**config.mk**
```make
export PLATFORM = sky130hd
export DESIGN_NAME = pet_bus_top
export DESIGN_NICKNAME = d
export VERILOG_FILES = /design/src/hw/pet_bus_pkg.sv /design/src/hw/bus_pin_driver.sv /design/src/hw/bus_slot_timer.sv /design/src/hw/pet_bus_top.sv /design/src/hw/ram_bridge.sv /design/src/hw/register_file.sv /design/src/hw/spi_command_receiver.sv /design/src/hw/wb_target_router.sv
export SDC_FILE = /design/constraint.sdc
export NUM_CORES = 1
export LEC_CHECK = 0
export ABC_AREA = 0
export BUFFER_PORTS_ARGS = -buffer_cell sky130_fd_sc_hd__buf_4
export CORE_UTILIZATION = 59
export DETAILED_ROUTE_END_ITERATION = 7
export PLACE_DENSITY = 0.83
export SYNTH_ARGS = -nofsm -noshare
export SYNTH_HDL_FRONTEND = slang
export SYNTH_SLANG_ARGS = --single-unit
export TNS_END_PERCENT = 5
```
**constraint.sdc**
```tcl
create_clock -name sys_clock_i -period 5.6 [get_ports sys_clock_i]
set_input_delay 0.84 -clock sys_clock_i [delete_from_list [all_inputs] [get_ports sys_clock_i]]
set_output_delay 0.84 -clock sys_clock_i [all_outputs]
set_load 0.03 [all_outputs]
```
**src/hw/pet_bus_pkg.sv**
```systemverilog
/*
 * PET bus core shared definitions
 * Widths, address map, register indices and Wishbone structs
 */
`default_nettype none

package pet_bus_pkg;

    localparam int DATA_WIDTH     = 8;
    localparam int CPU_ADDR_WIDTH = 16;
    localparam int WB_ADDR_WIDTH  = 17;   // Bit 16 selects register space
    localparam int REG_ADDR_WIDTH = 2;

    localparam logic [7:0] IO_BASE = 8'hE8;  // CPU I/O page

    // One-hot device bits within addr[6:4] of the I/O page
    localparam logic [2:0] PIA1_SEL = 3'd1;
    localparam logic [2:0] PIA2_SEL = 3'd2;
    localparam logic [2:0] VIA_SEL  = 3'd4;

    localparam logic [REG_ADDR_WIDTH-1:0] REG_CTRL = 2'd0;
    localparam logic [REG_ADDR_WIDTH-1:0] REG_ID   = 2'd1;
    localparam logic [DATA_WIDTH-1:0]     PET_ID   = 8'h50;

    typedef struct packed {
        logic ram_en;
        logic io_en;
        logic pia1_en;
        logic pia2_en;
        logic via_en;
        logic reg_en;
    } region_t;

    typedef struct packed {
        logic [WB_ADDR_WIDTH-1:0] addr;
        logic [DATA_WIDTH-1:0]    data;
        logic                     we;
    } wb_req_t;

    typedef struct packed {
        logic [DATA_WIDTH-1:0] data;
        logic                  ack;
        logic                  stall;
    } wb_rsp_t;

    // Bridge side of the RAM and shared CPU bus pins
    typedef struct packed {
        logic [WB_ADDR_WIDTH-1:0] addr;
        logic                     oe;
        logic                     we;
        logic [DATA_WIDTH-1:0]    data_out;
        logic                     data_oe;
    } ram_ctl_t;

    function automatic region_t decode_region(input logic [WB_ADDR_WIDTH-1:0] addr);
        region_t r;
        r = '0;
        if (addr[16]) begin
            r.reg_en = 1'b1;
        end else if (addr[15:8] == IO_BASE) begin
            r.io_en   = 1'b1;
            r.pia1_en = |(addr[6:4] & PIA1_SEL);
            r.pia2_en = |(addr[6:4] & PIA2_SEL);
            r.via_en  = |(addr[6:4] & VIA_SEL);
        end else begin
            r.ram_en = 1'b1;
        end
        return r;
    endfunction

endpackage

`default_nettype wire

```
**src/hw/bus_pin_driver.sv**
```systemverilog
/*
 * Bus pin driver
 * Decodes the 6502 address into RAM strobes and chip selects in the
 * CPU phase and puts the RAM bridge on the shared pins otherwise
 */
`timescale 1ns/1ps
`default_nettype none

module bus_pin_driver (
    input  wire logic                                   cpu_be_i,
    input  wire logic                                   cpu_clock_i,
    input  wire logic [pet_bus_pkg::CPU_ADDR_WIDTH-1:0] cpu_addr_i,
    input  wire logic                                   cpu_we_i,
    input  wire pet_bus_pkg::ram_ctl_t                  ram_ctl_i,
    output logic [pet_bus_pkg::CPU_ADDR_WIDTH-1:0]      cpu_addr_o,
    output logic                                        cpu_addr_oe_o,
    output logic [pet_bus_pkg::DATA_WIDTH-1:0]          cpu_data_o,
    output logic                                        cpu_data_oe_o,
    output logic                                        ram_addr_a10_o,
    output logic                                        ram_addr_a11_o,
    output logic                                        ram_addr_a15_o,
    output logic                                        ram_addr_a16_o,
    output logic                                        ram_oe_o,
    output logic                                        ram_we_o,
    output logic                                        io_oe_o,
    output logic                                        pia1_cs_o,
    output logic                                        pia2_cs_o,
    output logic                                        via_cs_o
);
    import pet_bus_pkg::*;

    region_t cpu_region;
    logic    cpu_rd;
    logic    cpu_wr;

    assign cpu_region = decode_region({1'b0, cpu_addr_i});
    assign cpu_rd     = ~cpu_we_i & cpu_region.ram_en;
    assign cpu_wr     = cpu_we_i & cpu_clock_i & cpu_region.ram_en;  // Late write strobe

    assign io_oe_o   = cpu_be_i & cpu_region.io_en;
    assign pia1_cs_o = cpu_be_i & cpu_region.pia1_en;
    assign pia2_cs_o = cpu_be_i & cpu_region.pia2_en;
    assign via_cs_o  = cpu_be_i & cpu_region.via_en;

    assign ram_oe_o = cpu_be_i ? cpu_rd : ram_ctl_i.oe;
    assign ram_we_o = cpu_be_i ? cpu_wr : ram_ctl_i.we;

    // Bridge owns the shared address and data bus outside the CPU phase
    assign cpu_addr_o    = ram_ctl_i.addr[CPU_ADDR_WIDTH-1:0];
    assign cpu_addr_oe_o = ~cpu_be_i;
    assign cpu_data_o    = ram_ctl_i.data_out;
    assign cpu_data_oe_o = ~cpu_be_i & ram_ctl_i.data_oe;

    assign ram_addr_a10_o = cpu_be_i ? cpu_addr_i[10] : ram_ctl_i.addr[10];
    assign ram_addr_a11_o = cpu_be_i ? cpu_addr_i[11] : ram_ctl_i.addr[11];
    assign ram_addr_a15_o = cpu_be_i ? cpu_addr_i[15] : ram_ctl_i.addr[15];
    assign ram_addr_a16_o = cpu_be_i ? 1'b0 : ram_ctl_i.addr[16];

endmodule

`default_nettype wire

```
**src/hw/bus_slot_timer.sv**
```systemverilog
/*
 * Bus slot timer
 * Splits each CPU clock period into a Wishbone phase followed by a
 * CPU phase, and produces grant, bus-enable and CPU clock
 */
`timescale 1ns/1ps
`default_nettype none

module bus_slot_timer #(
    parameter int CYCLES_PER_PHASE = 4
) (
    input  wire logic sys_clock_i,
    input  wire logic rst_ni,
    output logic      wb_grant_o,
    output logic      cpu_be_o,
    output logic      cpu_clock_o
);
    localparam int PERIOD  = 2 * CYCLES_PER_PHASE;
    localparam int PHASE_W = $clog2(PERIOD);

    logic [PHASE_W-1:0] phase;
    logic [PHASE_W-1:0] phase_next;

    assign phase_next = (phase == PHASE_W'(PERIOD - 1)) ? '0 : phase + 1'b1;

    // Outputs registered from the next phase so they line up with it
    always_ff @(posedge sys_clock_i or negedge rst_ni) begin
        if (!rst_ni) begin
            phase       <= '0;
            wb_grant_o  <= 1'b0;
            cpu_be_o    <= 1'b0;
            cpu_clock_o <= 1'b0;
        end else begin
            phase       <= phase_next;
            wb_grant_o  <= (phase_next == '0);
            cpu_be_o    <= (phase_next >= PHASE_W'(CYCLES_PER_PHASE));
            cpu_clock_o <= (phase_next >= PHASE_W'(CYCLES_PER_PHASE + CYCLES_PER_PHASE / 2));
        end
    end

endmodule

`default_nettype wire

```
**src/hw/pet_bus_top.sv**
```systemverilog
/*
 * PET bus core top level
 * SPI command port, slot timer, Wishbone targets and bus pin driver
 */
`timescale 1ns/1ps
`default_nettype none

module pet_bus_top #(
    parameter int CYCLES_PER_PHASE  = 4,
    parameter int RAM_ACCESS_CYCLES = 2
) (
    input  wire logic                                   sys_clock_i,
    input  wire logic                                   rst_ni,
    input  wire logic                                   spi_cs_ni,
    input  wire logic                                   spi_sck_i,
    input  wire logic                                   spi_sd_i,
    output logic                                        spi_sd_o,
    output logic                                        spi_stall_o,
    input  wire logic [pet_bus_pkg::CPU_ADDR_WIDTH-1:0] cpu_addr_i,
    input  wire logic [pet_bus_pkg::DATA_WIDTH-1:0]     cpu_data_i,
    input  wire logic                                   cpu_we_i,
    output logic                                        cpu_be_o,
    output logic                                        cpu_clock_o,
    output logic                                        cpu_ready_o,
    output logic                                        cpu_reset_o,
    output logic [pet_bus_pkg::CPU_ADDR_WIDTH-1:0]      cpu_addr_o,
    output logic                                        cpu_addr_oe_o,
    output logic [pet_bus_pkg::DATA_WIDTH-1:0]          cpu_data_o,
    output logic                                        cpu_data_oe_o,
    output logic                                        ram_addr_a10_o,
    output logic                                        ram_addr_a11_o,
    output logic                                        ram_addr_a15_o,
    output logic                                        ram_addr_a16_o,
    output logic                                        ram_oe_o,
    output logic                                        ram_we_o,
    output logic                                        io_oe_o,
    output logic                                        pia1_cs_o,
    output logic                                        pia2_cs_o,
    output logic                                        via_cs_o
);
    import pet_bus_pkg::*;

    wb_req_t  wb_req;
    wb_rsp_t  wb_rsp;
    wb_rsp_t  ram_rsp;
    wb_rsp_t  reg_rsp;
    ram_ctl_t ram_ctl;
    logic     wb_cyc;   // Held from request to ack
    logic     wb_stb;
    logic     wb_grant;
    logic     ram_stb;
    logic     reg_stb;

    spi_command_receiver u_spi (
        .sys_clock_i (sys_clock_i),
        .rst_ni      (rst_ni),
        .spi_cs_ni   (spi_cs_ni),
        .spi_sck_i   (spi_sck_i),
        .spi_sd_i    (spi_sd_i),
        .spi_sd_o    (spi_sd_o),
        .spi_stall_o (spi_stall_o),
        .wb_req_o    (wb_req),
        .wb_cyc_o    (wb_cyc),
        .wb_stb_o    (wb_stb),
        .wb_rsp_i    (wb_rsp)
    );

    bus_slot_timer #(
        .CYCLES_PER_PHASE (CYCLES_PER_PHASE)
    ) u_timer (
        .sys_clock_i (sys_clock_i),
        .rst_ni      (rst_ni),
        .wb_grant_o  (wb_grant),
        .cpu_be_o    (cpu_be_o),
        .cpu_clock_o (cpu_clock_o)
    );

    wb_target_router u_router (
        .wb_req_i   (wb_req),
        .wb_stb_i   (wb_stb & wb_cyc),
        .wb_grant_i (wb_grant),
        .ram_rsp_i  (ram_rsp),
        .reg_rsp_i  (reg_rsp),
        .ram_stb_o  (ram_stb),
        .reg_stb_o  (reg_stb),
        .wb_rsp_o   (wb_rsp)
    );

    ram_bridge #(
        .RAM_ACCESS_CYCLES (RAM_ACCESS_CYCLES)
    ) u_ram (
        .sys_clock_i (sys_clock_i),
        .rst_ni      (rst_ni),
        .wb_req_i    (wb_req),
        .wb_stb_i    (ram_stb),
        .ram_data_i  (cpu_data_i),
        .wb_rsp_o    (ram_rsp),
        .ram_ctl_o   (ram_ctl)
    );

    register_file u_regs (
        .sys_clock_i (sys_clock_i),
        .rst_ni      (rst_ni),
        .wb_req_i    (wb_req),
        .wb_stb_i    (reg_stb),
        .wb_rsp_o    (reg_rsp),
        .cpu_ready_o (cpu_ready_o),
        .cpu_reset_o (cpu_reset_o)
    );

    bus_pin_driver u_pins (
        .cpu_be_i       (cpu_be_o),
        .cpu_clock_i    (cpu_clock_o),
        .cpu_addr_i     (cpu_addr_i),
        .cpu_we_i       (cpu_we_i),
        .ram_ctl_i      (ram_ctl),
        .cpu_addr_o     (cpu_addr_o),
        .cpu_addr_oe_o  (cpu_addr_oe_o),
        .cpu_data_o     (cpu_data_o),
        .cpu_data_oe_o  (cpu_data_oe_o),
        .ram_addr_a10_o (ram_addr_a10_o),
        .ram_addr_a11_o (ram_addr_a11_o),
        .ram_addr_a15_o (ram_addr_a15_o),
        .ram_addr_a16_o (ram_addr_a16_o),
        .ram_oe_o       (ram_oe_o),
        .ram_we_o       (ram_we_o),
        .io_oe_o        (io_oe_o),
        .pia1_cs_o      (pia1_cs_o),
        .pia2_cs_o      (pia2_cs_o),
        .via_cs_o       (via_cs_o)
    );

endmodule

`default_nettype wire

```
**src/hw/ram_bridge.sv**
```systemverilog
/*
 * Wishbone to SRAM bridge
 * Runs one fixed-length read or write cycle per strobe and acks
 * one cycle after the access ends
 */
`timescale 1ns/1ps
`default_nettype none

module ram_bridge #(
    parameter int RAM_ACCESS_CYCLES = 2
) (
    input  wire logic                                sys_clock_i,
    input  wire logic                                rst_ni,
    input  wire pet_bus_pkg::wb_req_t                wb_req_i,
    input  wire logic                                wb_stb_i,
    input  wire logic [pet_bus_pkg::DATA_WIDTH-1:0]  ram_data_i,
    output pet_bus_pkg::wb_rsp_t                     wb_rsp_o,
    output pet_bus_pkg::ram_ctl_t                    ram_ctl_o
);
    import pet_bus_pkg::*;

    localparam int CNT_W = (RAM_ACCESS_CYCLES > 1) ? $clog2(RAM_ACCESS_CYCLES) : 1;

    typedef enum logic [1:0] {
        IDLE,
        ACCESS,
        ACK
    } state_t;

    state_t                   state;
    logic [CNT_W-1:0]         cnt;     // Access cycles left
    wb_req_t                  req_q;
    logic [DATA_WIDTH-1:0]    rdata_q;

    always_ff @(posedge sys_clock_i or negedge rst_ni) begin
        if (!rst_ni) begin
            state <= IDLE;
            cnt   <= '0;
        end else begin
            case (state)
                IDLE: if (wb_stb_i) begin
                    state <= ACCESS;
                    cnt   <= CNT_W'(RAM_ACCESS_CYCLES - 1);
                end
                ACCESS: begin
                    if (cnt == '0) state <= ACK;
                    else cnt <= cnt - 1'b1;
                end
                default: state <= IDLE;   // ACK lasts one cycle
            endcase
        end
    end

    always_ff @(posedge sys_clock_i) begin
        if (state == IDLE && wb_stb_i) begin
            req_q <= wb_req_i;
        end
        if (state == ACCESS && cnt == '0) begin
            rdata_q <= ram_data_i;  // Last access cycle
        end
    end

    assign wb_rsp_o.data  = rdata_q;
    assign wb_rsp_o.ack   = (state == ACK);
    assign wb_rsp_o.stall = (state != IDLE);

    assign ram_ctl_o.addr     = req_q.addr;
    assign ram_ctl_o.oe       = (state == ACCESS) & ~req_q.we;
    assign ram_ctl_o.we       = (state == ACCESS) & req_q.we;
    assign ram_ctl_o.data_out = req_q.data;
    assign ram_ctl_o.data_oe  = (state == ACCESS) & req_q.we;

endmodule

`default_nettype wire

```
**src/hw/register_file.sv**
```systemverilog
/*
 * Control register file
 * CPU ready and reset control plus a read-only ID register
 */
`timescale 1ns/1ps
`default_nettype none

module register_file (
    input  wire logic                 sys_clock_i,
    input  wire logic                 rst_ni,
    input  wire pet_bus_pkg::wb_req_t wb_req_i,
    input  wire logic                 wb_stb_i,
    output pet_bus_pkg::wb_rsp_t      wb_rsp_o,
    output logic                      cpu_ready_o,
    output logic                      cpu_reset_o
);
    import pet_bus_pkg::*;

    localparam logic [1:0] CTRL_RESET = 2'b10;  // CPU held in reset, not ready

    logic [REG_ADDR_WIDTH-1:0] index;
    logic [1:0]                ctrl_q;
    logic                      ack_q;
    logic [DATA_WIDTH-1:0]     rdata_q;

    assign index = wb_req_i.addr[REG_ADDR_WIDTH-1:0];

    always_ff @(posedge sys_clock_i or negedge rst_ni) begin
        if (!rst_ni) begin
            ctrl_q <= CTRL_RESET;
            ack_q  <= 1'b0;
        end else begin
            ack_q <= wb_stb_i;
            if (wb_stb_i && wb_req_i.we && index == REG_CTRL) begin
                ctrl_q <= wb_req_i.data[1:0];
            end
        end
    end

    always_ff @(posedge sys_clock_i) begin
        if (wb_stb_i) begin
            case (index)
                REG_CTRL: rdata_q <= {{(DATA_WIDTH-2){1'b0}}, ctrl_q};
                REG_ID:   rdata_q <= PET_ID;
                default:  rdata_q <= '0;
            endcase
        end
    end

    assign wb_rsp_o.data  = rdata_q;
    assign wb_rsp_o.ack   = ack_q;
    assign wb_rsp_o.stall = 1'b0;  // Single-cycle target

    assign cpu_ready_o = ctrl_q[0];
    assign cpu_reset_o = ctrl_q[1];

endmodule

`default_nettype wire

```
**src/hw/spi_command_receiver.sv**
```systemverilog
/*
 * SPI command receiver
 * Mode-0 SPI target, oversampled on the system clock. A frame of
 * command, address high, address low and data bytes becomes one
 * pipelined Wishbone request. Read data is shifted back during the
 * fourth byte.
 */
`timescale 1ns/1ps
`default_nettype none

module spi_command_receiver (
    input  wire logic                 sys_clock_i,
    input  wire logic                 rst_ni,
    input  wire logic                 spi_cs_ni,
    input  wire logic                 spi_sck_i,
    input  wire logic                 spi_sd_i,
    output logic                      spi_sd_o,
    output logic                      spi_stall_o,
    output pet_bus_pkg::wb_req_t      wb_req_o,
    output logic                      wb_cyc_o,
    output logic                      wb_stb_o,
    input  wire pet_bus_pkg::wb_rsp_t wb_rsp_i
);
    import pet_bus_pkg::*;

    logic [2:0] sck_sync;   // Extra stage for edge detection
    logic [1:0] cs_sync;
    logic [1:0] sd_sync;
    logic       sck_rise;
    logic       sck_fall;
    logic       cs_active;

    logic [2:0]            bit_cnt;
    logic [2:0]            byte_cnt;  // Saturates at 4
    logic [6:0]            rx_shift;
    logic [DATA_WIDTH-1:0] byte_in;
    logic [DATA_WIDTH-1:0] tx_shift;
    logic                  cyc_q;
    logic                  sent_q;   // Strobe already accepted

    assign sck_rise  = sck_sync[1] & ~sck_sync[2];
    assign sck_fall  = ~sck_sync[1] & sck_sync[2];
    assign cs_active = ~cs_sync[1];
    assign byte_in   = {rx_shift, sd_sync[1]};

    always_ff @(posedge sys_clock_i or negedge rst_ni) begin
        if (!rst_ni) begin
            sck_sync <= '0;
            cs_sync  <= '1;
            sd_sync  <= '0;
        end else begin
            sck_sync <= {sck_sync[1:0], spi_sck_i};
            cs_sync  <= {cs_sync[0], spi_cs_ni};
            sd_sync  <= {sd_sync[0], spi_sd_i};
        end
    end

    // Frame position and incoming bytes
    always_ff @(posedge sys_clock_i or negedge rst_ni) begin
        if (!rst_ni) begin
            bit_cnt  <= '0;
            byte_cnt <= '0;
        end else if (!cs_active) begin
            bit_cnt  <= '0;
            byte_cnt <= '0;
        end else if (sck_rise) begin
            bit_cnt <= bit_cnt + 3'd1;
            if (bit_cnt == 3'd7 && byte_cnt != 3'd4) begin
                byte_cnt <= byte_cnt + 3'd1;
            end
        end
    end

    always_ff @(posedge sys_clock_i) begin
        if (cs_active && sck_rise) begin
            rx_shift <= byte_in[6:0];
            if (bit_cnt == 3'd7) begin
                case (byte_cnt)
                    3'd0: begin
                        wb_req_o.we       <= byte_in[7];
                        wb_req_o.addr[16] <= byte_in[0];
                    end
                    3'd1: wb_req_o.addr[15:8] <= byte_in;
                    3'd2: wb_req_o.addr[7:0]  <= byte_in;
                    3'd3: wb_req_o.data       <= byte_in;
                    default: ;
                endcase
            end
        end
    end

    // Wishbone cycle from frame completion to ack
    always_ff @(posedge sys_clock_i or negedge rst_ni) begin
        if (!rst_ni) begin
            cyc_q  <= 1'b0;
            sent_q <= 1'b0;
        end else if (cyc_q) begin
            if (wb_rsp_i.ack) begin
                cyc_q  <= 1'b0;
                sent_q <= 1'b0;
            end else if (wb_stb_o) begin
                sent_q <= 1'b1;
            end
        end else if (cs_active && sck_rise && bit_cnt == 3'd7) begin
            // Read issues after address, write after data
            if ((byte_cnt == 3'd2 && !wb_req_o.we) || (byte_cnt == 3'd3 && wb_req_o.we)) begin
                cyc_q <= 1'b1;
            end
        end
    end

    assign wb_cyc_o    = cyc_q;
    assign wb_stb_o    = cyc_q & ~sent_q & ~wb_rsp_i.stall;
    assign spi_stall_o = cyc_q;

    // Outgoing data, MSB first, changes on falling SCK inside a byte
    always_ff @(posedge sys_clock_i or negedge rst_ni) begin
        if (!rst_ni) begin
            tx_shift <= '0;
        end else if (cyc_q && wb_rsp_i.ack && !wb_req_o.we) begin
            tx_shift <= wb_rsp_i.data;
        end else if (cs_active && sck_fall && bit_cnt != 3'd0) begin
            tx_shift <= {tx_shift[6:0], 1'b0};
        end
    end

    assign spi_sd_o = tx_shift[7];

endmodule

`default_nettype wire

```
**src/hw/wb_target_router.sv**
```systemverilog
/*
 * Wishbone target router
 * Sends a granted strobe to the register file or the RAM bridge and
 * merges their responses for the single master
 */
`timescale 1ns/1ps
`default_nettype none

module wb_target_router (
    input  wire pet_bus_pkg::wb_req_t wb_req_i,
    input  wire logic                 wb_stb_i,
    input  wire logic                 wb_grant_i,
    input  wire pet_bus_pkg::wb_rsp_t ram_rsp_i,
    input  wire pet_bus_pkg::wb_rsp_t reg_rsp_i,
    output logic                      ram_stb_o,
    output logic                      reg_stb_o,
    output pet_bus_pkg::wb_rsp_t      wb_rsp_o
);
    import pet_bus_pkg::*;

    region_t region;
    logic    stb_granted;

    assign region      = decode_region(wb_req_i.addr);
    assign stb_granted = wb_stb_i & wb_grant_i;

    // Everything outside register space goes through the RAM bridge
    assign reg_stb_o = stb_granted & region.reg_en;
    assign ram_stb_o = stb_granted & ~region.reg_en;

    always_comb begin
        wb_rsp_o.data  = region.reg_en ? reg_rsp_i.data : ram_rsp_i.data;
        wb_rsp_o.ack   = ram_rsp_i.ack | reg_rsp_i.ack;
        wb_rsp_o.stall = ~wb_grant_i | ram_rsp_i.stall | reg_rsp_i.stall;
    end

endmodule

`default_nettype wire

```
==> impl_metrics.json <==
{
  "final_area_sq_um": 4740,
  "synth_cells": 266,
  "drtIter0Drc": 184,
  "grt_pass1_vias": 2114,
  "cts-buffers-inserted": 9,
  "drv_slew": 0,
  "yosysUniqueCellTypes": 46,
  "synth_nets": 306,
  "setup.worst_path.class": "in -> out",
  "cts_resized": 0,
  "p_per_area_nw_per_um2": 280,
  "async_flop_share_pct": 32.7,
  "fin_nets": 350,
  "slew_headroom_pct": 21.6,
  "period_share_pct": 51.3,
  "antennaDiodeCount": 0,
  "setup_ws_ns": 2.73,
  "fin_cells": 411,
  "crit_chain": "buf_4, nand4b_1, nor4_2, and3_1, buf_4",
  "worst_slew_pin_slew_ns": 1.18,
  "skew_ns": 0.0105,
  "multi_input_area_sq_um": 923,
  "ys_warn_count": 0,
  "use_met1_pct": 25.5,
  "wire_per_inst_um": 16.1,
  "start_kind": "input pin",
  "drv_cap": 0,
  "row_count": 30,
  "hpwl_um": 4610,
  "finalHoldViolCount": 0,
  "firstDrtPassIters": 4,
  "mostFrequentLayoutCells": "70 x edfxtp_1, 66 x buf_4, 31 x dfrtp_1",
  "finalCriticalPeriod_ns": 2.87,
  "port_buffers": 66,
  "tritoncts": "yes",
  "worstPathRequired_ns": 4.76,
  "post_cts.repair.setup_buffers": 0,
  "placedCellCount": 395,
  "die_area_sq_um": 7370,
  "netlist_area_sq_um": 4150,
  "critical_path.top_delay_family": "simple AND/OR/NAND/NOR gates",
  "cpMostUsedCell": "buf_4",
  "yosysTopAreaCellShare_pct": 50.7,
  "routed_wl_um": 6600,
  "globalplace.congestion": 0.782,
  "antenna_found_initial": 0,
  "synthTopCellsByArea": "edfxtp_1 51%, dfrtp_1 19%, buf_4 4.5%",
  "top_usage_layer": "met2",
  "yosysSeqAreaShare_pct": 71.3,
  "vias": 2207,
  "vdd_ir_drop_max_mv": 0.179,
  "ys_ff_latch": 104,
  "grt.total_usage_pct": 19.3,
  "hp-class": "reg -> reg",
  "post-route-drc-count": 0,
  "cts_htree_levels": 3,
  "initial_core_util_pct": 61.0,
  "crit_arrival_ns": 2.03,
  "critPathMaxFanout": 6,
  "synth_edf_count": 70,
  "use_met3_pct": 3.46,
  "ctsHoldBuffers": 0,
  "slowest_delay_ns": 0.49,
  "postRouteAntennaNets": 0,
  "finalSetupViolations": 0,
  "final_common_cell": "edfxtp_1",
  "clk_pin_slew_ns": 0.09,
  "grt_overflow": 0,
  "critPathSlowestCell": "nor4_2",
  "clk_path_buf_depth": 2,
  "ios": 72,
  "postPlaceCellArea_sq_um": 4530,
  "fin_setup_tns_ns": 0,
  "p_leak_nw": 1.87,
  "place_ws_ns": 2.73,
  "final_layout_size_suffix_gt1_share_pct": 30.8,
  "num-fill-cells": 438,
  "grtUsageMet2_pct": 32.2,
  "critPathBufInv": 2,
  "synthToLayoutAreaGrowth_pct": 14.3,
  "end_kind": "output pin",
  "postSynthAreaPerCell_sq_um": 15.6,
  "insertion_delay_ns": 0.35,
  "coreArea_sq_um": 6790,
  "synthFlopType": "edfxtp_1",
  "fmax_mhz": 348,
  "die_h_um": 85.8,
  "status": "complete, no violations",
  "cts_sinks": 104,
  "dieWidth_um": 85.8,
  "grt_max_degree": 35,
  "grt_pass1_wl_um": 10500,
  "synth.largest_area_cell": "edfxtp_1",
  "seq_area_sq_um": 2960,
  "clockRootBuffer": "clkbuf_8",
  "rsz0062_at_grt": "no",
  "avgViaCountPerCell": 5.37
}
==> cells in the mapped netlist (all sizes together) (2+ instances only) <==
library cell  number
a211oi             3
a21oi              3
a221oi             4
a31oi              7
and2               9
and3               4
and3b              2
buf               27
clkbuf             6
dfrtp             31
dfstp              3
edfxtp            70
ha                10
inv                9
mux2               8
mux2i              4
nand2b             7
nand3              5
nor2              10
nor2b              4
nor3b              2
o21ai              4
o31ai             10
or4b               7
==> routing by layer <==
layer,part of all wire [%],vias up
met3,2.4,9
met2,52,43
met5,0,-
met1,44,1101
met4,1.4,0
li1,-,1054
==> cell type report <==
class                           instances  share of cell area (%)
Inverter                               10                   0.792
Multi-Input combinational cell        119                    19.5
Sequential cell                       104                    62.4
Tap cell                               96                    2.53
Timing Repair Buffer                   66                    10.5
Clock inverter                          7                    1.72
Clock buffer                            9                    2.61
==> power by group <==
part / switching (mW) / internal [mW] / total (mW) / leakage (nW)
combinational: 0.0151 / 0.0153 / 0.0303 / 0.683
sequential: 0.00574 / 0.821 / 0.827 / 1.08
clock: 0.253 / 0.215 / 0.468 / 0.107
total: 0.274 / 1.05 / 1.32 / 1.87
==> sequential cells by signal, indices dropped and copies added (netlist names), 3 cells and up <==
register,count
u_ram.rdata_q,8
u_spi.byte_cnt,3
u_ram.ram_ctl_o,25
u_spi.tx_shift,8
u_regs.rdata_q,3
u_spi.wb_req_o,26
u_spi.bit_cnt,3
u_spi.sck_sync,3
u_spi.rx_shift,7
==> logic make-up after synthesis <==
group | count (synthesis) | share of synthesized area [%]
flip-flops | 104 | 71.3
AND/OR/NAND/NOR | 59 | 9.66
buffers and inverters | 43 | 6.40
AO/OA/AOI/OAI | 37 | 6.25
multiplexers | 12 | 3.14
adder cells (fa/ha/maj) | 10 | 3.02
XOR/XNOR | 1 | 0.211
==> stage by stage <==
step | utilization, % | hold WS (ns) | power [mW]
6_report | 69.7 | 0.361 | 1.32
5_1_grt | 69.7 | 0.363 | 1.37
4_1_cts | 69.7 | 0.361 | 1.34
3_5_place_dp | 66.7 | 0.348 | 0.874
3_3_place_gp | 66.7 | 0.334 | 0.873
2_1_floorplan | - | 0.331 | 0.854
==> final timing paths <==
check,from,to,slack (ns),cells after the start
max,cpu_addr_i[12],via_cs_o,2.73,5
min,u_spi.cs_sync[0]$_DFF_PN1_,u_spi.cs_sync[1]$_DFF_PN1_,0.36,0
max reg2reg,u_spi.sck_sync[2]$_DFF_PN0_,u_spi.wb_req_o[4]$_DFFE_PP_,3.35,3
min reg2reg,u_spi.cs_sync[0]$_DFF_PN1_,u_spi.cs_sync[1]$_DFF_PN1_,0.36,0
max in group asynchronous,rst_ni,u_spi.cs_sync[0]$_DFF_PN1_,4.84,1
min in group asynchronous,rst_ni,u_regs.ctrl_q[0]$_DFFE_PN0P_,0.41,1
(Power assumes the default switching activity.)
